File: src/logic/merge_consts.svh
// merge constants: data width, fifo depth, channel count, source id width
`ifndef MERGE_CONSTS_SVH
`define MERGE_CONSTS_SVH

// ---------------------------------------------------------------------------
// datapath sizing
// ---------------------------------------------------------------------------
`define MERGE_DATA_WIDTH 16   // bits in one data word

`define MERGE_FIFO_DEPTH 8    // fifo entries, keep a power of two

// ---------------------------------------------------------------------------
// channel sizing
// ---------------------------------------------------------------------------
`define MERGE_CHANNELS   3    // input channels taking part in the merge

// three channels still need two bits
`define MERGE_SRC_WIDTH  2    // bits of a source channel id

`endif

File: src/logic/merge_pkg.sv
// merge types: beat, tagged beat and channel mask
`default_nettype none
`include "merge_consts.svh"

package merge_pkg;

  // ---------------------------------------------------------------------------
  // beat as seen on one input channel
  // ---------------------------------------------------------------------------
  typedef struct packed {
    logic [`MERGE_DATA_WIDTH-1:0] data;  // payload word
    logic                         last;  // final beat of the frame
  } beat_t;

  // beat after arbitration, carries the channel it came from
  typedef struct packed {
    beat_t                       beat;  // original beat
    logic [`MERGE_SRC_WIDTH-1:0] src;   // source channel id
  } tagged_beat_t;

  // ---------------------------------------------------------------------------
  // one bit per channel
  // enables, completion, valid/ready bundles, grants
  // ---------------------------------------------------------------------------
  typedef logic [`MERGE_CHANNELS-1:0] chan_mask_t;

endpackage

`default_nettype wire

File: src/logic/frame_fifo.sv
// tagged-beat fifo: storage, wrapping pointers, occupancy, soft clear
`timescale 1ns/10ps
`default_nettype none
`include "merge_consts.svh"

module frame_fifo
  import merge_pkg::*;
(
  input  wire logic         clk,
  input  wire logic         rst_n,       // sync, active low
  input  wire logic         soft_clear,  // empties the fifo at run start
  input  wire logic         fifo_we,     // write strobe
  input  wire tagged_beat_t fifo_wdata,  // entry to store
  output logic              fifo_full,   // no free entry
  input  wire logic         fifo_re,     // read strobe
  output tagged_beat_t      fifo_rdata,  // head entry
  output logic              fifo_empty   // nothing stored
);

  localparam int DEPTH = `MERGE_FIFO_DEPTH;
  localparam int AW    = $clog2(DEPTH);

  tagged_beat_t  mem [DEPTH];  // entry storage
  logic [AW-1:0] wr_ptr;       // next free slot, wraps by width
  logic [AW-1:0] rd_ptr;       // head slot
  logic [AW:0]   count;        // entries held, 0..DEPTH
  logic          wr_ok;        // write that lands
  logic          rd_ok;        // read that pops

  assign fifo_full  = (count == (AW + 1)'(DEPTH));
  assign fifo_empty = (count == '0);
  assign wr_ok      = fifo_we & ~fifo_full;
  assign rd_ok      = fifo_re & ~fifo_empty;
  assign fifo_rdata = mem[rd_ptr];  // readable the cycle after the write

  // ---------------------------------------------------------------------------
  // pointers and occupancy
  // ---------------------------------------------------------------------------
  always_ff @(posedge clk) begin
    if (!rst_n || soft_clear) begin
      wr_ptr <= '0;
      rd_ptr <= '0;
      count  <= '0;
    end else begin
      if (wr_ok) wr_ptr <= wr_ptr + 1'b1;
      if (rd_ok) rd_ptr <= rd_ptr + 1'b1;
      case ({wr_ok, rd_ok})
        2'b10:   count <= count + 1'b1;
        2'b01:   count <= count - 1'b1;
        default: count <= count;          // both or neither
      endcase
    end
  end

  // storage
  always_ff @(posedge clk) begin
    if (wr_ok) begin
      mem[wr_ptr] <= fifo_wdata;
    end
  end

endmodule

`default_nettype wire

File: src/logic/input_channel.sv
// input channel: one-entry holding register with ready flag
`timescale 1ns/10ps
`default_nettype none

module input_channel
  import merge_pkg::*;
(
  input  wire logic  clk,
  input  wire logic  rst_n,       // sync, active low
  input  wire logic  run_start,   // empties the register
  input  wire logic  en,          // channel takes part in the run
  input  wire logic  in_valid,    // source has a beat
  output logic       in_ready,    // register can take a beat
  input  wire beat_t in_beat,     // beat from the source
  input  wire logic  take,        // arbiter took the held beat
  output logic       held_valid,  // register holds a beat
  output beat_t      held_beat    // the held beat
);

  logic accept;  // handshake on the input side

  // ready only while enabled and empty
  assign in_ready = en & ~held_valid;
  assign accept   = in_valid & in_ready;

  // ---------------------------------------------------------------------------
  // occupancy flag
  // ---------------------------------------------------------------------------
  always_ff @(posedge clk) begin
    if (!rst_n) begin
      held_valid <= 1'b0;
    end else if (run_start) begin
      held_valid <= 1'b0;   // fresh run, nothing held
    end else if (accept) begin
      held_valid <= 1'b1;
    end else if (take) begin
      held_valid <= 1'b0;   // frees on the take edge
    end
  end

  // payload, loads only on a handshake
  always_ff @(posedge clk) begin
    if (accept) begin
      held_beat <= in_beat;
    end
  end

endmodule

`default_nettype wire

File: src/logic/merge_top.sv
// merger top level: control, input channels, arbiter, fifo, output stage
`timescale 1ns/10ps
`default_nettype none
`include "merge_consts.svh"

module merge_top
  import merge_pkg::*;
(
  input  wire logic                        clk,
  input  wire logic                        rst_n,      // sync, active low
  input  wire logic                        proc_req,   // processing request level
  input  wire chan_mask_t                  proc_en,    // channel enables
  output wire logic                        proc_ack,   // run complete strobe
  input  wire chan_mask_t                  in_valid,   // per channel valid
  output wire chan_mask_t                  in_ready,   // per channel ready
  input  wire beat_t [`MERGE_CHANNELS-1:0] in_beat,    // per channel beat
  output wire logic                        out_valid,  // merged stream valid
  input  wire logic                        out_ready,  // merged stream ready
  output wire tagged_beat_t                out_beat    // merged beat with source
);

  // ---------------------------------------------------------------------------
  // internal nets
  // ---------------------------------------------------------------------------
  wire logic                        run_start;   // soft restart pulse
  wire chan_mask_t                  chan_en;     // latched enables
  wire logic                        last_sent;
  wire logic [`MERGE_SRC_WIDTH-1:0] last_src;
  wire chan_mask_t                  held_valid;  // channel registers full
  wire beat_t [`MERGE_CHANNELS-1:0] held_beat;
  wire chan_mask_t                  take;        // arbiter takes
  wire logic                        fifo_we;
  wire tagged_beat_t                fifo_wdata;
  wire logic                        fifo_full;
  wire logic                        fifo_re;
  wire tagged_beat_t                fifo_rdata;
  wire logic                        fifo_empty;

  proc_control u_ctrl (
    .clk       (clk),
    .rst_n     (rst_n),
    .proc_req  (proc_req),
    .proc_en   (proc_en),
    .last_sent (last_sent),
    .last_src  (last_src),
    .run_start (run_start),
    .proc_ack  (proc_ack),
    .chan_en   (chan_en)
  );

  // one holding register per channel
  for (genvar k = 0; k < `MERGE_CHANNELS; k++) begin : g_chan
    input_channel u_chan (
      .clk        (clk),
      .rst_n      (rst_n),
      .run_start  (run_start),
      .en         (chan_en[k]),
      .in_valid   (in_valid[k]),
      .in_ready   (in_ready[k]),
      .in_beat    (in_beat[k]),
      .take       (take[k]),
      .held_valid (held_valid[k]),
      .held_beat  (held_beat[k])
    );
  end

  // ---------------------------------------------------------------------------
  // producer, buffer, consumer
  // ---------------------------------------------------------------------------
  rr_arbiter u_arb (
    .clk        (clk),
    .rst_n      (rst_n),
    .run_start  (run_start),
    .held_valid (held_valid),
    .held_beat  (held_beat),
    .take       (take),
    .fifo_full  (fifo_full),
    .fifo_we    (fifo_we),
    .fifo_wdata (fifo_wdata)
  );

  frame_fifo u_fifo (
    .clk        (clk),
    .rst_n      (rst_n),
    .soft_clear (run_start),  // pointers restart with each run
    .fifo_we    (fifo_we),
    .fifo_wdata (fifo_wdata),
    .fifo_full  (fifo_full),
    .fifo_re    (fifo_re),
    .fifo_rdata (fifo_rdata),
    .fifo_empty (fifo_empty)
  );

  output_stage u_out (
    .clk        (clk),
    .rst_n      (rst_n),
    .run_start  (run_start),
    .fifo_empty (fifo_empty),
    .fifo_rdata (fifo_rdata),
    .fifo_re    (fifo_re),
    .out_valid  (out_valid),
    .out_ready  (out_ready),
    .out_beat   (out_beat),
    .last_sent  (last_sent),
    .last_src   (last_src)
  );

endmodule

`default_nettype wire

File: src/logic/output_stage.sv
// output stage: output register, valid/ready handshake, last-beat report
`timescale 1ns/10ps
`default_nettype none
`include "merge_consts.svh"

module output_stage
  import merge_pkg::*;
(
  input  wire logic                   clk,
  input  wire logic                   rst_n,       // sync, active low
  input  wire logic                   run_start,   // drops any stale beat
  input  wire logic                   fifo_empty,  // nothing to pull
  input  wire tagged_beat_t           fifo_rdata,  // fifo head
  output logic                        fifo_re,     // pop the head
  output logic                        out_valid,   // register holds a beat
  input  wire logic                   out_ready,   // sink takes it
  output tagged_beat_t                out_beat,    // beat toward the sink
  output logic                        last_sent,   // final beat transferred
  output logic [`MERGE_SRC_WIDTH-1:0] last_src     // channel of that beat
);

  logic xfer;  // handshake on the output side

  assign xfer = out_valid & out_ready;

  // pull when the register is empty or emptying now
  assign fifo_re = ~fifo_empty & (~out_valid | out_ready);

  assign last_sent = xfer & out_beat.beat.last;
  assign last_src  = out_beat.src;

  // ---------------------------------------------------------------------------
  // valid flag, holds under back-pressure
  // ---------------------------------------------------------------------------
  always_ff @(posedge clk) begin
    if (!rst_n || run_start) begin
      out_valid <= 1'b0;
    end else if (fifo_re) begin
      out_valid <= 1'b1;  // loaded on the same edge as the pop
    end else if (xfer) begin
      out_valid <= 1'b0;
    end
  end

  // payload
  always_ff @(posedge clk) begin
    if (fifo_re) begin
      out_beat <= fifo_rdata;
    end
  end

endmodule

`default_nettype wire

File: src/logic/proc_control.sv
// processing control: run start detect, enable latch, completion tracking, ack strobe
`timescale 1ns/10ps
`default_nettype none
`include "merge_consts.svh"

module proc_control
  import merge_pkg::*;
(
  input  wire logic                        clk,
  input  wire logic                        rst_n,      // sync, active low
  input  wire logic                        proc_req,   // level from the requester
  input  wire chan_mask_t                  proc_en,    // channels wanted for the run
  input  wire logic                        last_sent,  // last beat left the output
  input  wire logic [`MERGE_SRC_WIDTH-1:0] last_src,   // its source channel
  output logic                             run_start,  // first cycle of the run
  output logic                             proc_ack,   // one cycle, run complete
  output chan_mask_t                       chan_en     // latched enables
);

  logic       req_q;     // proc_req one cycle late
  logic       active;    // run in progress
  chan_mask_t done;      // channels whose last beat has gone out
  chan_mask_t set_mask;  // completion bit raised this cycle
  chan_mask_t en_now;    // enables the ack check compares against
  chan_mask_t done_now;  // completion including this cycle
  logic       all_done;  // completion covers the enables

  // ---------------------------------------------------------------------------
  // completion check
  // ---------------------------------------------------------------------------
  always_comb begin
    set_mask = last_sent ? (chan_mask_t'(1) << last_src) : '0;
    // on run_start the new mask is not latched yet, so look at proc_en
    en_now   = run_start ? proc_en : chan_en;
    done_now = run_start ? '0 : (done | set_mask);
    // an empty proc_en finishes right on the run_start edge
    all_done = (active | run_start) && ((done_now & en_now) == en_now);
  end

  // ---------------------------------------------------------------------------
  // run state
  // ---------------------------------------------------------------------------
  always_ff @(posedge clk) begin
    if (!rst_n) begin
      req_q     <= 1'b0;
      run_start <= 1'b0;
      proc_ack  <= 1'b0;
      active    <= 1'b0;
      chan_en   <= '0;
      done      <= '0;
    end else begin
      req_q     <= proc_req;
      run_start <= proc_req & ~req_q;  // rising edge of the level request
      proc_ack  <= all_done;           // strobe lands the cycle after
      if (all_done) begin
        active  <= 1'b0;               // run over, channels close
        chan_en <= '0;
        done    <= '0;
      end else if (run_start) begin
        active  <= 1'b1;
        chan_en <= proc_en;            // latch enables for the whole run
        done    <= '0;
      end else if (active) begin
        done    <= done_now;           // accumulate finished sources
      end
    end
  end

endmodule

`default_nettype wire

File: src/logic/rr_arbiter.sv
// round-robin arbiter: grant among held beats, source tagging, fifo write
`timescale 1ns/10ps
`default_nettype none
`include "merge_consts.svh"

module rr_arbiter
  import merge_pkg::*;
(
  input  wire logic                         clk,
  input  wire logic                         rst_n,       // sync, active low
  input  wire logic                         run_start,   // pointer back to channel 0
  input  wire chan_mask_t                   held_valid,  // channels holding a beat
  input  wire beat_t [`MERGE_CHANNELS-1:0]  held_beat,   // held beats by channel
  output chan_mask_t                        take,        // one-hot, beat taken
  input  wire logic                         fifo_full,   // no room downstream
  output logic                              fifo_we,     // fifo write strobe
  output tagged_beat_t                      fifo_wdata   // beat plus source id
);

  localparam int CH = `MERGE_CHANNELS;
  localparam int SW = `MERGE_SRC_WIDTH;

  logic [SW-1:0] ptr;     // channel with first claim
  logic [SW-1:0] gnt_id;  // winning channel
  logic          found;   // some channel holds a beat

  // ---------------------------------------------------------------------------
  // grant search, starting at the pointer and wrapping
  // ---------------------------------------------------------------------------
  always_comb begin
    int idx;
    found  = 1'b0;
    gnt_id = '0;
    for (int i = 0; i < CH; i++) begin
      idx = (int'(ptr) + i) % CH;
      if (!found && held_valid[idx]) begin
        found  = 1'b1;
        gnt_id = SW'(idx);
      end
    end
  end

  // write and take share one edge
  assign fifo_we = found & ~fifo_full;           // full blocks every grant
  assign take    = fifo_we ? (chan_mask_t'(1) << gnt_id) : '0;

  // tag the winning beat with its channel
  assign fifo_wdata = '{beat: held_beat[gnt_id], src: gnt_id};

  // ---------------------------------------------------------------------------
  // pointer moves past the last winner
  // ---------------------------------------------------------------------------
  always_ff @(posedge clk) begin
    if (!rst_n) begin
      ptr <= '0;
    end else if (run_start) begin
      ptr <= '0;                                  // each run starts at 0
    end else if (fifo_we) begin
      ptr <= (gnt_id == SW'(CH - 1)) ? '0 : gnt_id + 1'b1;
    end
  end

endmodule

`default_nettype wire

File: config.mk
export PLATFORM = sky130hd
export DESIGN_NAME = merge_top
export DESIGN_NICKNAME = d
export VERILOG_FILES = /design/src/logic/merge_pkg.sv /design/src/logic/frame_fifo.sv /design/src/logic/input_channel.sv /design/src/logic/merge_top.sv /design/src/logic/output_stage.sv /design/src/logic/proc_control.sv /design/src/logic/rr_arbiter.sv
export VERILOG_INCLUDE_DIRS = /design/src /design/src/logic
export SDC_FILE = /design/constraint.sdc
export NUM_CORES = 1
export LEC_CHECK = 0
export BUFFER_PORTS_ARGS = -buffer_cell sky130_fd_sc_hd__buf_2
export CAP_MARGIN = 20
export CELL_PAD_IN_SITES_DETAIL_PLACEMENT = 1
export CELL_PAD_IN_SITES_GLOBAL_PLACEMENT = 2
export CORE_ASPECT_RATIO = 1.4
export CORE_MARGIN = 2
export CORE_UTILIZATION = 25
export DETAILED_ROUTE_END_ITERATION = 7
export GPL_TIMING_DRIVEN = 0
export PLACE_DENSITY = 0.57
export SYNTH_ARGS = -nofsm -noshare
export SYNTH_HDL_FRONTEND = slang
export SYNTH_SLANG_ARGS = --single-unit
File: constraint.sdc
create_clock -name clk -period 4.2 [get_ports clk]
set_input_delay 0.84 -clock clk [delete_from_list [all_inputs] [get_ports clk]]
set_output_delay 0.84 -clock clk [all_outputs]
set_load 0.05 [all_outputs]
==> reports/metrics.yaml <==
worst_setup_path:
  critPathMaxStageDelay_ns: 0.68
  critPathLaunchType: "register"
  cp_slowest_cell: "a311oi_2"
  ff2ff_setup_slack_ns: 0.34
  cp.arrival_ns: 4.03
  crit_required_ns: 4.36
  critPathCaptureType: "register"
  path_cells: "inv_1, ha_1, nor2b_1, or4b_1, a311oi_2, nor2_1, clkinv_1, buf_2, o311ai_1"
  path_class: "reg -> reg"
  path_max_fanout: 17
clock_network:
  ctsResizeCount: 0
  post_cts.repair.setup_buffers: 0
  htreeDepth: 1
  root_buffer: "clkbuf_16"
  numCtsBuffers: 26
  cts_tree: "yes"
  insertion_delay_ns: 0.53
  path_clk_slew_ns: 0.06
  cts_sinks: 248
  clockBufferDepth: 3
  cts-hold-fix-buffers: 0
route:
  via_count: 5369
  post-route-drc-count: 0
  wl_per_cell_um: 20.37
  first_pass_iters: 4
  drt_iter0_drc: 332
  drt-total-wl_mm: 24.89
  antenna_left: 0
  vias_per_cell: 4.394
timing:
  slew_headroom: 0.3121
  fmax_mhz: 258.9
  drv_slew: 0
  hold_slack_ns: 0.3874
  tns_ns: 0
  worstMarginPinSlew_ns: 1.016
  setup_viol: 0
  finalCritPeriodShare: 0.9198
  fin_worst_skew_ns: 0.01605
  layout_setup_ws_ns: 0.3368
  finalHoldViolations: 0
  grt_setup_unrepaired: "false"
  period_needed_ns: 3.863
global_route:
  grt_pass1_wl_mm: 37.79
  antenna_found_initial: 0
  grt_pass1_vias: 6126
  groute.usage.overall: 0.1260
  overflow: 0
  grt_max_degree: 24
final_layout:
  fin_nets: 752
  most-common-layout-cells: "edfxtp_1 (222), buf_2 (93), mux4_2 (38), inv_1 (29), clkbuf_16 (27)"
  num-fill-cells: 4084
  final_cell_area_mm2: 0.01197
  area_growth_pct: 22.66
  drive_gt1_frac: 0.3214
  final_cells: 1222
  layout_commonest_cell: "edfxtp_1"
  final_util: 0.3108
  diodes: 0
place:
  portBuffers: 84
  post-place-cells: 1171
  dp_hpwl_mm: 17.79
  dpl_worst_slack_ns: 0.04415
  placed_cell_area_mm2: 0.01114
  place.gp.congestion: 0.7211
logic_synthesis:
  yosysTopAreaCell: "edfxtp_1"
  synth-xor-area-share: 0.005387
  ys_async_sr_fraction: 0
  synth-edff-count: 222
  synth-simple-area-share: 0.05156
  syn_inst: 542
  muxShareOfSynthArea: 0.1195
  ys_types: 51
  ys.flop_type: "edfxtp_1"
  synth_compound_area_frac: 0.04835
  synth_top_area_share: 0.6833
  synth_seq_area_share: 0.7367
  synth_seq_cells: 248
  syn_avg_cell_area_um2: 18.00
  synthAdderAreaFrac: 0.01359
  synth_top_family_by_area: "multiplexers"
  ys_warn_count: 0
  yosys-top-cells-area: "edfxtp_1 (68%), mux4_2 (8.8%), dfxtp_1 (5.3%), mux2_2 (2.3%), ha_1 (1.2%)"
  synthesis.area_mm2: 0.009756
  synth_fp_nets: 613
power:
  power_leakage_nw: 3.928
  max-vdd-ir-drop_v: 0.0003190
  fin_total_pwr_mw: 6.454
  p_per_area_mw_per_mm2: 539.3
floorplan:
  rows: 85
  io-pin-count: 85
  start_util: 0.2534
  core_area_mm2: 0.03850
  die_y_um: 237.7
  die_area_mm2: 0.04064
  die_w_um: 171.0
min_path:
  hp-class: "reg -> reg"
run_status:
  status: "completed"
flow_run:
  max_cap_viol_count: 0
==> power by group <==
| part | total [mW] | internal [mW] | switching [mW] |
|---|---|---|---|
| sequential | 2.98 | 2.90 | 0.0756 |
| clock | 2.07 | 1.18 | 0.896 |
| combinational | 1.40 | 0.491 | 0.912 |
==> routing by layer <==
| metal | GRT usage | routed length (um) | vias to the layer above |
|---|---|---|---|
| met5 | 0 | 0 | - |
| met4 | 0.04135 | 596 | 0 |
| met3 | 0.01965 | 1006 | 35 |
| li1 | - | - | 2444 |
| met2 | 0.2311 | 13310 | 129 |
| met1 | 0.1489 | 9979 | 2761 |
==> kinds of logic (layout without fill, tap and decap cells) <==
| group | Yosys count | in the layout |
|---|---|---|
| AND/OR/NAND/NOR | 88 | 88 |
| AO/OA/AOI/OAI | 66 | 66 |
| multiplexers | 66 | 66 |
| XOR/XNOR | 6 | 6 |
| adder cells (fa/ha/maj) | 10 | 10 |
| buffers and inverters | 58 | 216 |
| flip-flops | 248 | 248 |
==> synthesized netlist by cell type, types with 2 or more instances <==
cell	number
o31ai_1	3
mux2_2	20
nand2_1	6
a21o_1	2
nor2_1	25
a21oi_1	10
nand3b_1	3
or3_1	2
mux4_2	38
edfxtp_1	222
nor3_1	4
o311ai_1	8
and2_1	5
xnor2_1	3
nor4b_1	3
buf_4	4
or4b_1	2
o21ai_0	22
buf_1	5
clkbuf_1	15
o31a_1	2
nor3b_1	2
nand4_1	17
inv_1	29
nor2b_1	8
dfxtp_1	26
nand3_1	3
mux2i_1	7
nand2b_1	2
buf_2	2
nor4_1	3
xor2_1	3
ha_1	9
o311ai_0	10
==> area by class of cell <==
class                      count  area, um^2  area share
multi-input combinational    236        2392      0.1999
clock buffer                  37       713.2     0.05960
sequential                   248        7187      0.6006
tap                          522       653.1     0.05458
timing repair buffer         112       732.0     0.06117
inverter                      31       116.4    0.009724
buffer                        26       122.6     0.01025
clock inverter                10       50.05    0.004182
==> worst paths after layout <==
| path | from | to | depth (start not counted) |
|---|---|---|---|
| max | u_arb.ptr[1]$_SDFFE_PP0P_ | u_fifo.mem[7][15]$_DFFE_PP_ | 9 |
| min | u_ctrl.req_q$_SDFF_PN0_ | u_ctrl.run_start$_SDFF_PN0_ | 1 |
| max reg2reg | u_arb.ptr[1]$_SDFFE_PP0P_ | u_fifo.mem[7][15]$_DFFE_PP_ | 9 |
| min reg2reg | u_ctrl.req_q$_SDFF_PN0_ | u_ctrl.run_start$_SDFF_PN0_ | 1 |
==> state kept, by name, indices dropped and copies added (netlist names) <==
| signal | flops |
|---|---|
| u_out.out_beat | 17 |
| u_ctrl.proc_ack | 1 |
| u_out.out_valid | 1 |
| u_out.last_src | 2 |
| u_arb.ptr | 2 |
| g_chan.u_chan.held_beat | 51 |
| u_ctrl.done | 3 |
| u_ctrl.chan_en | 3 |
| u_ctrl.active | 1 |
| u_ctrl.req_q | 1 |
| u_fifo.rd_ptr | 3 |
| g_chan.u_chan.held_valid | 3 |
| u_fifo.mem | 152 |
| u_fifo.wr_ptr | 3 |
| u_fifo.count | 4 |
| u_ctrl.run_start | 1 |
==> critical path, delay by kind of cell (launching register included) <==
| family | cells | cell delay [ns] |
|---|---|---|
| AOI/OAI and AO/OA | 2 | 1.07 |
| and+or+nand+nor | 3 | 0.91 |
| buffers and inverters | 3 | 0.81 |
| DFF | 1 | 0.40 |
| adders and majority gates | 1 | 0.28 |
No activity file was read; power rests on OpenSTA's default activity.
